[config.mk]
export PLATFORM = sky130hd
export DESIGN_NAME = nabp_top
export DESIGN_NICKNAME = d
export VERILOG_FILES = /design/src/nabp_pkg.sv /design/src/nabp_top.sv /design/src/nabp_pe_array.sv /design/src/nabp_shifter.sv /design/src/nabp_state_control.sv /design/src/nabp_swap_control.sv
export SDC_FILE = /design/constraint.sdc
export NUM_CORES = 1
export LEC_CHECK = 0
export ABC_CLOCK_PERIOD_IN_PS = 10850
export BUFFER_PORTS_ARGS = -buffer_cell sky130_fd_sc_hd__buf_2
export CORE_MARGIN = 4
export CORE_UTILIZATION = 48
export CTS_BUF_LIST = sky130_fd_sc_hd__clkbuf_8
export DETAILED_ROUTE_END_ITERATION = 12
export GPL_TIMING_DRIVEN = 0
export PLACE_DENSITY = 0.64
export SLEW_MARGIN = 30
export SYNTH_ARGS = -nofsm -noshare
export SYNTH_HDL_FRONTEND = slang
export SYNTH_SLANG_ARGS = --single-unit
[constraint.sdc]
create_clock -name clk -period 10.85 [get_ports clk]
set_clock_uncertainty 0.2 [all_clocks]
set_input_delay 0.5425 -clock clk [delete_from_list [all_inputs] [get_ports clk]]
set_output_delay 0.5425 -clock clk [all_outputs]
set_load 0.01 [all_outputs]
[src/nabp_pkg.sv]
package nabp_pkg;

    // word widths
    localparam int angle_len = 3;
    localparam int sample_len = 12;
    localparam int fact_int_len = 6;
    localparam int fact_frac_len = 8;
    localparam int acc_len = 24;

    typedef logic signed [sample_len-1:0] sample_t;
    typedef logic signed [fact_int_len+fact_frac_len-1:0] fact_t;
    typedef logic signed [acc_len-1:0] acc_t;

    // data that the sequencer holds for one iteration
    typedef struct packed {
        logic [angle_len-1:0] angle;
        fact_t                fact;
    } itr_data_t;

    typedef enum logic [2:0] {
        init_s,
        setup_s,
        fill_s,
        fill_done_s,
        shift_s,
        shift_done_s
    } ctrl_state_t;

    // angle i is i * 22.5 deg
    // entries carry 8 fraction bits
    // cos for 0, 1, 6, 7 and -sin for 2 to 5
    localparam fact_t trig_table [8] = '{
        14'sd256,
        14'sd237,
        -14'sd181,
        -14'sd237,
        -14'sd256,
        -14'sd237,
        -14'sd181,
        -14'sd237
    };

endpackage
[src/nabp_top.sv]
module nabp_top
    import nabp_pkg::*;
#(
    parameter int pe_width = 4
)
(
    input  logic                 clk,
    input  logic                 reset_n,
    input  sample_t              sample_in,
    input  logic                 sample_valid,
    input  logic                 proj_ready,
    output logic                 fill_active,
    output logic                 proj_ack,
    output acc_t [pe_width-1:0]  pe_sums,
    output logic                 itr_done,
    output logic [angle_len-1:0] itr_angle
);

    itr_data_t next_itr;
    itr_data_t cur_itr;
    logic      next_itr_req;
    logic      swap_ready;
    logic      swap;
    logic      fill_kick;
    logic      shift_kick;
    logic      fill_done;
    logic      shift_valid;
    sample_t   shift_sample;
    logic      shift_done;

    // producer of iteration data
    nabp_swap_control #(
        .pe_width(pe_width)
    ) swap_control_i (
        .clk(clk),
        .reset_n(reset_n),
        .next_itr_req(next_itr_req),
        .swap_ready(swap_ready),
        .proj_ready(proj_ready),
        .next_itr(next_itr),
        .swap(swap),
        .proj_ack(proj_ack)
    );

    nabp_state_control state_control_i (
        .clk(clk),
        .reset_n(reset_n),
        .next_itr(next_itr),
        .swap(swap),
        .fill_done(fill_done),
        .shift_done(shift_done),
        .cur_itr(cur_itr),
        .next_itr_req(next_itr_req),
        .swap_ready(swap_ready),
        .fill_kick(fill_kick),
        .shift_kick(shift_kick)
    );

    nabp_shifter #(
        .pe_width(pe_width)
    ) shifter_i (
        .clk(clk),
        .reset_n(reset_n),
        .fill_kick(fill_kick),
        .shift_kick(shift_kick),
        .sample_in(sample_in),
        .sample_valid(sample_valid),
        .fill_active(fill_active),
        .fill_done(fill_done),
        .shift_valid(shift_valid),
        .shift_sample(shift_sample),
        .shift_done(shift_done)
    );

    // consumer row
    nabp_pe_array #(
        .pe_width(pe_width)
    ) pe_array_i (
        .clk(clk),
        .reset_n(reset_n),
        .cur_itr(cur_itr),
        .shift_valid(shift_valid),
        .shift_sample(shift_sample),
        .shift_done(shift_done),
        .pe_sums(pe_sums),
        .itr_done(itr_done),
        .itr_angle(itr_angle)
    );

endmodule

[src/nabp_pe_array.sv]
module nabp_pe_array
    import nabp_pkg::*;
#(
    parameter int pe_width = 4
)
(
    input  logic                 clk,
    input  logic                 reset_n,
    input  itr_data_t            cur_itr,
    // stream from the shifter
    input  logic                 shift_valid,
    input  sample_t              shift_sample,
    input  logic                 shift_done,
    // published results
    output acc_t [pe_width-1:0]  pe_sums,
    output logic                 itr_done,
    output logic [angle_len-1:0] itr_angle
);

    localparam int idx_len = (pe_width > 1) ? $clog2(pe_width) : 1;

    logic [idx_len-1:0] pe_idx;
    acc_t               acc [pe_width];
    acc_t               acc_next [pe_width];
    acc_t               term;

    always_comb
    begin
        // sample lifted to 8 fraction bits plus the line-count factor
        term = (acc_t'(shift_sample) <<< fact_frac_len) + acc_t'(cur_itr.fact);
        for (int k = 0; k < pe_width; k++)
        begin
            acc_next[k] = acc[k];
            if (shift_valid && (pe_idx == idx_len'(k)))
                acc_next[k] = acc[k] + term;
        end
    end

    always_ff @(posedge clk)
    begin
        if (!reset_n)
        begin
            pe_idx   <= '0;
            itr_done <= 1'b0;
            for (int k = 0; k < pe_width; k++)
            begin
                acc[k]     <= '0;
                pe_sums[k] <= '0;
            end
        end
        else
        begin
            itr_done <= shift_done;
            if (shift_done)
                pe_idx <= '0;
            else if (shift_valid)
                pe_idx <= pe_idx + 1'b1;
            for (int k = 0; k < pe_width; k++)
            begin
                acc[k] <= acc_next[k];
                // publish including the last sample of the strip
                if (shift_done)
                    pe_sums[k] <= acc_next[k];
            end
        end
    end

    always_ff @(posedge clk)
    begin
        if (shift_done)
            itr_angle <= cur_itr.angle;
    end

endmodule

[src/nabp_shifter.sv]
module nabp_shifter
    import nabp_pkg::*;
#(
    parameter int pe_width = 4
)
(
    input  logic    clk,
    input  logic    reset_n,
    // kicks from the sequencer
    input  logic    fill_kick,
    input  logic    shift_kick,
    // host samples
    input  sample_t sample_in,
    input  logic    sample_valid,
    output logic    fill_active,
    output logic    fill_done,
    // stream into the pe row
    output logic    shift_valid,
    output sample_t shift_sample,
    output logic    shift_done
);

    localparam int idx_len = (pe_width > 1) ? $clog2(pe_width) : 1;
    localparam logic [idx_len-1:0] last_idx = idx_len'(pe_width - 1);

    sample_t            strip [pe_width];
    logic [idx_len-1:0] idx;
    logic               shift_active;
    logic               take_sample;
    logic               at_last;

    assign take_sample = fill_active && sample_valid;
    assign at_last     = (idx == last_idx);

    // one index serves both phases since they never overlap
    always_ff @(posedge clk)
    begin
        if (!reset_n)
        begin
            idx          <= '0;
            fill_active  <= 1'b0;
            fill_done    <= 1'b0;
            shift_active <= 1'b0;
        end
        else
        begin
            fill_done <= take_sample && at_last;
            if (fill_kick)
            begin
                idx         <= '0;
                fill_active <= 1'b1;
            end
            else if (take_sample)
            begin
                idx <= at_last ? '0 : idx + 1'b1;
                if (at_last)
                    fill_active <= 1'b0;
            end
            else if (shift_kick)
            begin
                idx          <= '0;
                shift_active <= 1'b1;
            end
            else if (shift_active)
            begin
                idx <= at_last ? '0 : idx + 1'b1;
                if (at_last)
                    shift_active <= 1'b0;
            end
        end
    end

    always_ff @(posedge clk)
    begin
        if (take_sample)
            strip[idx] <= sample_in;
    end

    // first sample goes out the cycle after the kick
    assign shift_valid  = shift_active;
    assign shift_sample = strip[idx];
    assign shift_done   = shift_active && at_last;

endmodule

[src/nabp_state_control.sv]
module nabp_state_control
    import nabp_pkg::*;
(
    input  logic      clk,
    input  logic      reset_n,
    // from swap control
    input  itr_data_t next_itr,
    input  logic      swap,
    // from shifter
    input  logic      fill_done,
    input  logic      shift_done,
    // iteration data held for the pe row
    output itr_data_t cur_itr,
    // to swap control
    output logic      next_itr_req,
    output logic      swap_ready,
    // to shifter
    output logic      fill_kick,
    output logic      shift_kick
);

    ctrl_state_t state;
    ctrl_state_t next_state;

    always_ff @(posedge clk)
    begin
        if (!reset_n)
            state <= init_s;
        else
            state <= next_state;
    end

    // iteration data only changes in setup
    always_ff @(posedge clk)
    begin
        if (state == setup_s)
            cur_itr <= next_itr;
    end

    always_comb
    begin
        next_state = state;
        case (state)
            init_s:
                next_state = setup_s;
            setup_s:
                next_state = fill_s;
            fill_s:
                if (fill_done)
                    next_state = fill_done_s;
            fill_done_s:
                if (swap)
                    next_state = shift_s;
            shift_s:
                if (shift_done)
                    next_state = shift_done_s;
            shift_done_s:
                next_state = setup_s;
            default:
                next_state = init_s;
        endcase
    end

    // outputs from state and next state
    assign swap_ready   = (state == fill_done_s);
    assign next_itr_req = (state == init_s) || (state == shift_done_s);
    assign fill_kick    = (next_state != state) && (next_state == fill_s);
    assign shift_kick   = (next_state != state) && (next_state == shift_s);

endmodule

[src/nabp_swap_control.sv]
module nabp_swap_control
    import nabp_pkg::*;
#(
    parameter int pe_width = 4
)
(
    input  logic      clk,
    input  logic      reset_n,
    // request from the sequencer
    input  logic      next_itr_req,
    input  logic      swap_ready,
    // host side
    input  logic      proj_ready,
    output itr_data_t next_itr,
    output logic      swap,
    output logic      proj_ack
);

    localparam int pe_width_len = $clog2(pe_width);

    logic [angle_len-1:0] angle_idx;
    logic [angle_len-1:0] angle_step;
    fact_t                line_cnt_fact;
    logic                 grant;

    // index wraps modulo eight by its width
    assign angle_step = angle_idx + 1'b1;

    always_ff @(posedge clk)
    begin
        if (!reset_n)
        begin
            angle_idx     <= '0;
            line_cnt_fact <= trig_table[0] <<< pe_width_len;
        end
        else if (next_itr_req)
        begin
            angle_idx <= angle_step;
            // factor scaled by the line count, a power of two
            line_cnt_fact <= trig_table[angle_step] <<< pe_width_len;
        end
    end

    assign next_itr.angle = angle_idx;
    assign next_itr.fact  = line_cnt_fact;

    // swap_ready drops as soon as the sequencer moves to shift,
    // so the grant is one cycle wide and happens once per iteration
    assign grant    = swap_ready && proj_ready;
    assign swap     = grant;
    assign proj_ack = grant;

endmodule

==> results.yml, run 1 <==
drt:
  dr.pass1.iters: 7
  postRouteAntennaNets: 0
  drc_errors: 0
  finalWirelength_mm: 40.29
  detail_route.vias_per_cell: 5.604
  drtIter0Drc: 979
  routed-via-count: 11820
  drt-wirelength-per-cell_um: 19.10
placement:
  numPortBuffers: 108
  placed_cells: 2016
  placement.cell_area_um2: 15070
  globalplace.congestion: 0.9323
  dp_hpwl_mm: 28.79
clock_network:
  cts_repair_resize_count: 0
  clkTransAtPathRegs_ns: 0.07
  clockRootBuffer: "sky130_fd_sc_hd__clkbuf_8"
  cts.htree.levels: 2
  clock_tree.buffer_depth: 3
  worstSkewPairLatency_ns: 0.58
  cts.sink_count: 260
  cts_hold_buffers: 12
  cts.repair_timing.setup_buffer_count: 0
  cts_tree: "yes"
  cts-buffers-inserted: 45
pwr:
  power.static_leakage_nw: 6.861
  powerDensity_nw_per_um2: 172.5
  max_ir_drop_vdd_uv: 109.3
setup_path:
  crit_path_start_kind: "register"
  r2r_setup_slack_ns: 4.54
  worstPathRequired_ns: 11.08
  worstSetupPathType: "register to register"
  critical_path_peak_fanout: 10
  worst-endpoint-arrival_ns: 6.53
  cp-end-kind: "register"
synthesis:
  ys_warn_count: 0
  syn_area_per_cell_um2: 9.195
  ys_seq_elements: 260
  postSynth.asyncResetShare_pct: 0
  postSynth.topFlopCell: "sky130_fd_sc_hd__dfxtp_1"
  synth.largest_area_cell: "sky130_fd_sc_hd__dfxtp_1"
  syn_inst: 1516
  synth-edff-count: 61
  synth.yosys.seq_area_share_pct: 41.72
  yosys.cell_types.count: 75
  post_synth_instance_area_um2: 13940
  post_synth_main_area_contributors: "sky130_fd_sc_hd__dfxtp_1, sky130_fd_sc_hd__edfxtp_1, sky130_fd_sc_hd__ha_1"
  synth_top_area_share_pct: 28.58
finish:
  layout.cells.most_common_list: "sky130_fd_sc_hd__nor2_1, sky130_fd_sc_hd__dfxtp_1, sky130_fd_sc_hd__a21oi_1"
  final_common_cell: "sky130_fd_sc_hd__nor2_1"
  fin_nets: 1833
  fin_area_um2: 16130
  syn_to_final_growth_pct: 15.69
  layout-drive-gt1-share_pct: 12.93
  final_cells: 2109
  n_antenna_cell: 0
floorplan:
  die_height_um: 178.4
  core_um2: 28700
  row_count: 62
  floorplan.io_pins: 118
  die_w_um: 178.4
  dieArea_um2: 31830
  initial_core_util_pct: 48.57
global_route:
  grt_start_max_net_pins: 21
  gr-total-overflow: 0
  grt_antenna_before_repair: 1
  grt_use_total_pct: 24.91
  grt_pass1_vias: 11080
  grt_pass1_wl_mm: 61.56
worst_hold_path:
  worstHoldPathType: "input port to register"
timing:
  setup-tns-final_ns: 0
  finalSetupViolations: 0
  finalWorstPathRequiredPeriod_ns: 6.307
  worst-slew-pin-transition_ns: 0.9197
  drv_slew: 0
  timing.slew.headroom_pct: 38.69
  fmax_mhz: 158.5
  grt_setup_unrepaired: "no"
  final_hold_viol_count: 0
  period_share_pct: 58.13
run:
  max_cap_violations: 0
run_status:
  run_status: "complete, no violations"
cell usage after synthesis (3+ instances only):
library cell                instances
sky130_fd_sc_hd__a211o_1            3
sky130_fd_sc_hd__a211oi_1          57
sky130_fd_sc_hd__a21boi_1           3
sky130_fd_sc_hd__a21o_1            23
sky130_fd_sc_hd__a21oi_1          149
sky130_fd_sc_hd__a22oi_1            3
sky130_fd_sc_hd__a311oi_1           4
sky130_fd_sc_hd__a31oi_1           12
sky130_fd_sc_hd__and2_1            16
sky130_fd_sc_hd__and3_1            13
sky130_fd_sc_hd__and4_1             3
sky130_fd_sc_hd__buf_1              6
sky130_fd_sc_hd__buf_4              8
sky130_fd_sc_hd__clkbuf_1          63
sky130_fd_sc_hd__dfxtp_1          199
sky130_fd_sc_hd__edfxtp_1          61
sky130_fd_sc_hd__fa_1               5
sky130_fd_sc_hd__ha_1             121
sky130_fd_sc_hd__inv_1             47
sky130_fd_sc_hd__mux2i_1           35
sky130_fd_sc_hd__mux4_2            12
sky130_fd_sc_hd__nand2_1           87
sky130_fd_sc_hd__nand2b_1          10
sky130_fd_sc_hd__nand3_1           17
sky130_fd_sc_hd__nand4_1           15
sky130_fd_sc_hd__nand4b_1           3
sky130_fd_sc_hd__nor2_1           216
sky130_fd_sc_hd__nor2b_1           19
sky130_fd_sc_hd__nor3_1            28
sky130_fd_sc_hd__nor3b_1            7
sky130_fd_sc_hd__nor4_1             5
sky130_fd_sc_hd__o2111ai_1          3
sky130_fd_sc_hd__o211ai_1           6
sky130_fd_sc_hd__o21a_1            18
sky130_fd_sc_hd__o21ai_0           93
sky130_fd_sc_hd__o21ai_1           12
sky130_fd_sc_hd__o21bai_1          10
sky130_fd_sc_hd__o221ai_1           4
sky130_fd_sc_hd__o22ai_1            4
sky130_fd_sc_hd__o31a_1             4
sky130_fd_sc_hd__o31ai_1            3
sky130_fd_sc_hd__or3_1              3
sky130_fd_sc_hd__or4_1              4
sky130_fd_sc_hd__xnor2_1           36
sky130_fd_sc_hd__xor2_1            31
routing by layer:
layer  wire, µm  global-route usage (%)  part of all wire, %
met3       2674                   5.299                  6.6
met2      17690                   38.69                   44
met4       1356                   8.411                  3.4
met5         14                       0                0.035
met1      18550                   34.61                   46
critical path, stage by stage, from the launching register on:
cell	delay [ns]
sky130_fd_sc_hd__dfxtp_1	0.40
sky130_fd_sc_hd__buf_1	0.63
sky130_fd_sc_hd__mux4_2	0.61
sky130_fd_sc_hd__ha_1	0.35
sky130_fd_sc_hd__a21oi_1	0.27
sky130_fd_sc_hd__nor2b_1	0.08
sky130_fd_sc_hd__nor2_1	0.15
sky130_fd_sc_hd__o21ai_1	0.08
sky130_fd_sc_hd__a21oi_1	0.28
sky130_fd_sc_hd__o21ai_0	0.28
sky130_fd_sc_hd__o311ai_2	0.75
sky130_fd_sc_hd__ha_1	0.36
sky130_fd_sc_hd__clkbuf_1	0.20
sky130_fd_sc_hd__and3_1	0.19
sky130_fd_sc_hd__a21o_1	0.16
sky130_fd_sc_hd__a311o_1	0.36
sky130_fd_sc_hd__a221oi_2	0.28
sky130_fd_sc_hd__mux2i_1	0.25
sky130_fd_sc_hd__xnor2_1	0.16
sky130_fd_sc_hd__a21oi_1	0.09
metrics by stage:
| step | utilization, % | setup slack [ns] | hold slack (ns) | total power [mW] |
|---|---|---|---|---|
| 6_report | 56.19 | 4.543 | 0.1058 | 2.782 |
| 5_1_grt | 56.19 | 4.063 | 0.08649 | 2.933 |
| 4_1_cts | 56.19 | 4.487 | 0.07952 | 2.792 |
| 3_5_place_dp | 52.49 | 4.500 | 0.2103 | 1.843 |
| 3_3_place_gp | 52.21 | 3.956 | 0.2081 | 1.818 |
| 2_1_floorplan | - | 5.385 | 0.2003 | 1.607 |
flip-flops by register name (all words and copies together) (netlist names), 2 cells and up, named ones only:
register                      cells
swap_control_i.line_cnt_fact      7
pe_array_i.itr_angle              3
pe_array_i.pe_idx                 2
pe_array_i.acc                   88
shifter_i.idx                     2
swap_control_i.angle_idx          3
state_control_i.state             3
shifter_i.strip                  48
pe_array_i.pe_sums               88
state_control_i.cur_itr          10
layout make-up:
type,count,area [µm²]
Fill cell,2670,12580
Multi-Input combinational cell,1137,7719
Sequential cell,260,5816
Clock buffer,52,715.7
Timing Repair Buffer,121,668.1
Tap cell,384,480.5
Buffer,77,319.1
Clock inverter,29,225.2
Inverter,49,183.9
power by group:
group	leakage, nW	internal (mW)	switching [mW]
Clock	0.531	0.515	0.424
Combinational	4.17	0.283	0.502
Sequential	2.16	1.02	0.0351
cell families after synthesis:
group	synth area share, %
XOR/XNOR	4.210
buffers and inverters	3.608
adder cells (fa/ha/maj)	11.58
other	0.02690
flip-flops	41.72
AND/OR/NAND/NOR	14.71
multiplexers	4.614
AO/OA/AOI/OAI	19.53
worst paths after layout:
kind | from | endpoint | depth (start not counted)
worst max register to register | register | pe_array_i.pe_sums[95]$_SDFFE_PN0P_ | 19
worst min-delay path | proj_ready | state_control_i.state[1]$_SDFF_PN0_ | 3
worst max-delay path | register | pe_array_i.pe_sums[95]$_SDFFE_PN0P_ | 19
worst min register to register | swap_control_i.line_cnt_fact[10]$_SDFFE_PN1P_ | state_control_i.cur_itr[10]$_DFFE_PN_ | 0
Power figures use the tool's default switching activity.
==> run 2, diff against run 1 <==
ABC_CLOCK_PERIOD_IN_PS = 5200   (was 10850)
PLACE_DENSITY = 0.67   (was 0.64)
clock period = 5.2 ns   (was 10.85 ns; I/O delays follow)
==> results.yml, run 2 (synthesized netlist as in run 1, its figures left out) <==
run_status:
  run_status: "complete, no violations"
global_route:
  grt_start_max_net_pins: 21
  gr-total-overflow: 0
  grt_use_total_pct: 25.13
  grt_pass1_vias: 11440
  grt_pass1_wl_mm: 62.38
  grt_antenna_before_repair: 0
setup_path:
  worst-endpoint-arrival_ns: 5.18
  critical_path_peak_fanout: 6
  cp-end-kind: "register"
  crit_path_start_kind: "register"
  worstSetupPathType: "register to register"
  worstPathRequired_ns: 5.41
  critical-path-top-delay-family: "compound AO/OA/AOI/OAI gates"
  slowest_stage: "sky130_fd_sc_hd__mux4_2"
  path_cells: "mux4_2, ha_1, a21o_1, a21oi_2, nor2b_1, nor2_1, o21ai_1, a21oi_2, buf_4, xnor2_4, ha_4, and3_4, nor2b_1, and3_1, a21o_1, a311o_1, a221oi_2, mux2i_1, xnor2_1, a21oi_1"
  cp_num_buf_inv: 1
  critical_path.max_stage_delay_ns: 0.54
floorplan:
  core_um2: 28700
  row_count: 62
  die_height_um: 178.4
  floorplan.io_pins: 118
  dieArea_um2: 31830
  initial_core_util_pct: 48.57
  die_w_um: 178.4
drt:
  detail_route.vias_per_cell: 5.641
  finalWirelength_mm: 40.71
  drt-wirelength-per-cell_um: 19.17
  drc_errors: 0
  postRouteAntennaNets: 0
  drtIter0Drc: 957
  dr.pass1.iters: 5
  routed-via-count: 11980
timing:
  timing.slew.headroom_pct: 39.10
  grt_setup_unrepaired: "yes"
  final_hold_viol_count: 0
  period_share_pct: 95.58
  fmax_mhz: 201.2
  hold_ws_ns: 0.2210
  drv_slew: 0
  finalWorstPathRequiredPeriod_ns: 4.970
  finalSetupViolations: 0
  worst-slew-pin-transition_ns: 0.9136
placement:
  placement.cell_area_um2: 15050
  numPortBuffers: 108
  globalplace.congestion: 0.9137
  placed_cells: 2015
  dp_hpwl_mm: 28.83
clock_network:
  worstSkewPairLatency_ns: 0.57
  cts.sink_count: 260
  clockRootBuffer: "sky130_fd_sc_hd__clkbuf_8"
  cts_tree: "yes"
  clock_tree.buffer_depth: 3
  cts-buffers-inserted: 44
  clkTransAtPathRegs_ns: 0.07
  cts.htree.levels: 2
pwr:
  power.share.clock_pct: 31.1
  max_ir_drop_vdd_uv: 239.3
  sequentialPowerShare_pct: 37.6
  switching_share_pct: 34.97
  powerDensity_nw_per_um2: 356.3
  internal_power_mw: 3.798
  power.static_leakage_nw: 6.937
  p_total_mw: 5.841
  switchingPower_mw: 2.042
  comb_power_share_pct: 31.4
run:
  max_cap_violations: 0
finish:
  fin_nets: 1848
  layout.cells.most_common_list: "sky130_fd_sc_hd__nor2_1, sky130_fd_sc_hd__dfxtp_1, sky130_fd_sc_hd__a21oi_1"
  final_common_cell: "sky130_fd_sc_hd__nor2_1"
  layout_top_registers: "pe_array_i.acc (88), pe_array_i.pe_sums (88), shifter_i.strip (48)"
  fin_area_um2: 16390
  layout-drive-gt1-share_pct: 14.55
  syn_to_final_growth_pct: 17.59
  final_cells: 2124
worst_hold_path:
  worstHoldPathType: "register to register"
[run 2: cell count changes in the layout (fill, tap and decap cells not counted), sizes merged, moves of 2 or more]
cell,before,now
buf,123,138
inv,62,66
clkinv,12,10
dlygate4sd3,12,15
bufinv,3,1
clkbuf,115,112
[run 2: routing by layer]
layer  global-route usage [%]  part of all wire [%]  vias to the layer above
met1                    33.21                    45                     5691
li1                         -                     -                     5839
met2                    40.85                    45                      355
met5                        0                     0                        -
met3                    4.536                   6.4                       97
met4                    10.11                   3.9                        0
[run 2: what timing repair did]
action / 4_1_cts / 5_1_grt
hold buffers: 15 / 0
pin swaps: 5 / 6
endpoints found under the setup margin: 44 / 25
gates resized for setup: 16 / 24
hold endpoints to repair: 55 / 0
buffers inserted: 9 / 7
[run 2: cell type report]
cell class | count | area, µm²
Fill cell | 2636 | 12310
Multi-Input combinational cell | 1137 | 7904
Sequential cell | 260 | 5817
Timing Repair Buffer | 139 | 810.8
Clock buffer | 51 | 701.9
Tap cell | 384 | 480.5
Buffer | 75 | 329.1
Inverter | 49 | 183.9
Clock inverter | 28 | 162.7
Antenna cell | 1 | 2.502
[run 2: final timing paths]
path	slack [ns]	start	cells past startpoint	to
worst min register to register	0.22	swap_control_i.line_cnt_fact[2]$_SDFFE_PN0P_	0	state_control_i.cur_itr[2]$_DFFE_PN_
worst max register to register	0.23	register	20	pe_array_i.pe_sums[95]$_SDFFE_PN0P_
worst min-delay path	0.22	swap_control_i.line_cnt_fact[2]$_SDFFE_PN0P_	0	state_control_i.cur_itr[2]$_DFFE_PN_
worst max-delay path	0.23	register	20	pe_array_i.pe_sums[95]$_SDFFE_PN0P_
[run 2: stage by stage]
step | setup TNS, ns | util [%] | setup WS, ns
floorplan | 0 | - | 0.2062
global placement | -18.24 | 52.22 | -0.9983
detailed placement | -15.41 | 52.44 | -0.8545
CTS | 0 | 56.47 | 0.01223
global route | -0.04051 | 57.10 | -0.04020
finish | 0 | 57.11 | 0.2299
[run 2: power by group through the flow]
stage / registers (mW) / clock network (mW) / logic (mW)
2_1_floorplan: 2.21 / 0 / 1.14
4_1_cts: 2.20 / 1.85 / 1.70
3_3_place_gp: 2.24 / 0 / 1.55
3_5_place_dp: 2.25 / 0 / 1.59
6_report: 2.19 / 1.82 / 1.83
5_1_grt: 2.20 / 1.94 / 1.99
==> run 3, diff against run 2 <==
ABC_CLOCK_PERIOD_IN_PS = 6200   (was 5200)
PLACE_DENSITY = 0.64   (was 0.67)
clock period = 6.2 ns   (was 5.2 ns; I/O delays follow)
==> results.yml, run 3 (synthesized netlist as in run 1, its figures left out) <==
run_status:
  run_status: "complete, no violations"
drt:
  postRouteAntennaNets: 0
  drtIter0Drc: 1041
  drt-wirelength-per-cell_um: 19.14
  drc_errors: 0
  dr.pass1.iters: 6
  detail_route.vias_per_cell: 5.616
  finalWirelength_mm: 40.52
  routed-via-count: 11890
pwr:
  switching_share_pct: 34.69
  switchingPower_mw: 1.713
  power.static_leakage_nw: 6.906
  power.share.clock_pct: 33.4
  comb_power_share_pct: 29.1
  powerDensity_nw_per_um2: 304.3
  internal_power_mw: 3.224
  p_total_mw: 4.937
  sequentialPowerShare_pct: 37.5
  max_ir_drop_vdd_uv: 194.8
global_route:
  grt_pass1_wl_mm: 61.78
  grt_pass1_vias: 11090
  grt_antenna_before_repair: 1
  grt_use_total_pct: 25.00
  grt_start_max_net_pins: 21
  gr-total-overflow: 0
placement:
  numPortBuffers: 108
  placement.cell_area_um2: 15070
  placement.setup.worst_slack_ns: -0.1499
  placed_cells: 2016
  dp_hpwl_mm: 28.79
  globalplace.congestion: 0.9323
timing:
  setup-tns-final_ns: 0
  final.setup.worst_slack_ns: 0.3959
  final_hold_viol_count: 0
  drv_slew: 0
  finalWorstPathRequiredPeriod_ns: 5.804
  hold_ws_ns: 0.2216
  timing.slew.headroom_pct: 40.36
  worst-slew-pin-transition_ns: 0.8946
  finalSetupViolations: 0
  fmax_mhz: 172.3
  period_share_pct: 93.61
  grt_setup_unrepaired: "no"
finish:
  final_common_cell: "sky130_fd_sc_hd__nor2_1"
  syn_to_final_growth_pct: 16.39
  layout-drive-gt1-share_pct: 13.16
  utilization_pct: 56.53
  layout.cells.most_common_list: "sky130_fd_sc_hd__nor2_1, sky130_fd_sc_hd__dfxtp_1, sky130_fd_sc_hd__a21oi_1"
  final_cells: 2117
  fin_nets: 1840
  layout_top_registers: "pe_array_i.acc (88), pe_array_i.pe_sums (88), shifter_i.strip (48)"
  fin_area_um2: 16220
setup_path:
  reg2reg_to: "pe_array_i.pe_sums[95]$_SDFFE_PN0P_"
  worst-endpoint-arrival_ns: 6.04
  cp-end-kind: "register"
  r2r_setup_slack_ns: 0.40
  worstSetupPathType: "register to register"
  critical_path_peak_fanout: 10
  worstPathRequired_ns: 6.43
  crit_path_start_kind: "register"
  ff2ff_path_depth: 19
worst_hold_path:
  worstHoldPathType: "register to register"
  hold_path_end: "state_control_i.cur_itr[10]$_DFFE_PN_"
  timing.hold.worst.start: "swap_control_i.line_cnt_fact[10]$_SDFFE_PN1P_"
  hold_path_depth: 0
clock_network:
  cts_tree: "yes"
  clkTransAtPathRegs_ns: 0.07
  clock_tree.buffer_depth: 3
  worstSkewPairLatency_ns: 0.58
  cts-buffers-inserted: 45
  clockRootBuffer: "sky130_fd_sc_hd__clkbuf_8"
  cts.htree.levels: 2
  cts.sink_count: 260
floorplan:
  row_count: 62
  die_w_um: 178.4
  initial_core_util_pct: 48.57
  die_height_um: 178.4
  core_um2: 28700
  dieArea_um2: 31830
  floorplan.io_pins: 118
run:
  max_cap_violations: 0
==> run 3: worst max path at each step <==
stage	startpoint	to	slack [ns]
floorplan	register	pe_array_i.pe_sums[95]$_SDFFE_PN0P_	0.73
global placement	register	pe_array_i.pe_sums[95]$_SDFFE_PN0P_	-0.69
detailed placement	register	pe_array_i.pe_sums[95]$_SDFFE_PN0P_	-0.15
CTS	register	pe_array_i.pe_sums[95]$_SDFFE_PN0P_	0.19
global route	register	pe_array_i.pe_sums[95]$_SDFFE_PN0P_	0.06
finish	register	pe_array_i.pe_sums[95]$_SDFFE_PN0P_	0.40
==> run 3: critical path: stages (launching register included) <==
cell	delay (ns)
sky130_fd_sc_hd__dfxtp_1	0.39
sky130_fd_sc_hd__buf_2	0.35
sky130_fd_sc_hd__mux4_2	0.57
sky130_fd_sc_hd__ha_1	0.35
sky130_fd_sc_hd__a21oi_1	0.27
sky130_fd_sc_hd__nor2b_1	0.08
sky130_fd_sc_hd__nor2_1	0.15
sky130_fd_sc_hd__o21ai_1	0.08
sky130_fd_sc_hd__a21oi_1	0.27
sky130_fd_sc_hd__o21ai_0	0.33
sky130_fd_sc_hd__o311ai_4	0.58
sky130_fd_sc_hd__ha_1	0.33
sky130_fd_sc_hd__clkbuf_1	0.20
sky130_fd_sc_hd__and3_1	0.19
sky130_fd_sc_hd__a21o_1	0.16
sky130_fd_sc_hd__a311o_1	0.36
sky130_fd_sc_hd__a221oi_2	0.28
sky130_fd_sc_hd__mux2i_1	0.25
sky130_fd_sc_hd__xnor2_1	0.16
sky130_fd_sc_hd__a21oi_1	0.09
==> run 3: cell type report <==
type	instances	area, µm²
Tap cell	384	480.5
Antenna cell	1	2.502
Clock inverter	29	225.2
Multi-Input combinational cell	1137	7740
Timing Repair Buffer	128	740.7
Inverter	49	183.9
Clock buffer	52	715.7
Buffer	77	320.3
Fill cell	2656	12480
Sequential cell	260	5816
==> run 3: power by group through the flow <==
stage | logic, mW | clock network [mW] | registers (mW)
final | 1.44 | 1.65 | 1.85
after global routing | 1.58 | 1.76 | 1.85
after CTS | 1.39 | 1.68 | 1.85
after detailed placement | 1.34 | 0 | 1.88
after global placement | 1.30 | 0 | 1.88
after floorplan | 0.959 | 0 | 1.85
==> run 3: what timing repair did <==
| action | CTS | global route |
|---|---|---|
| gates resized for setup | 3 | 3 |
| endpoints found under the hold margin | 53 | 0 |
| setup buffers | 2 | 2 |
| hold buffers | 15 | 0 |
| endpoints found under the setup margin | 2 | 5 |
| pin swaps | 1 | 2 |
==> run 3: metal layers <==
layer	global-route usage, %	routed length, µm	up-vias
met5	0	0	-
met3	5.172	2790	80
met1	34.87	18620	5581
met4	8.347	1360	0
li1	-	-	5846
met2	38.85	17750	382
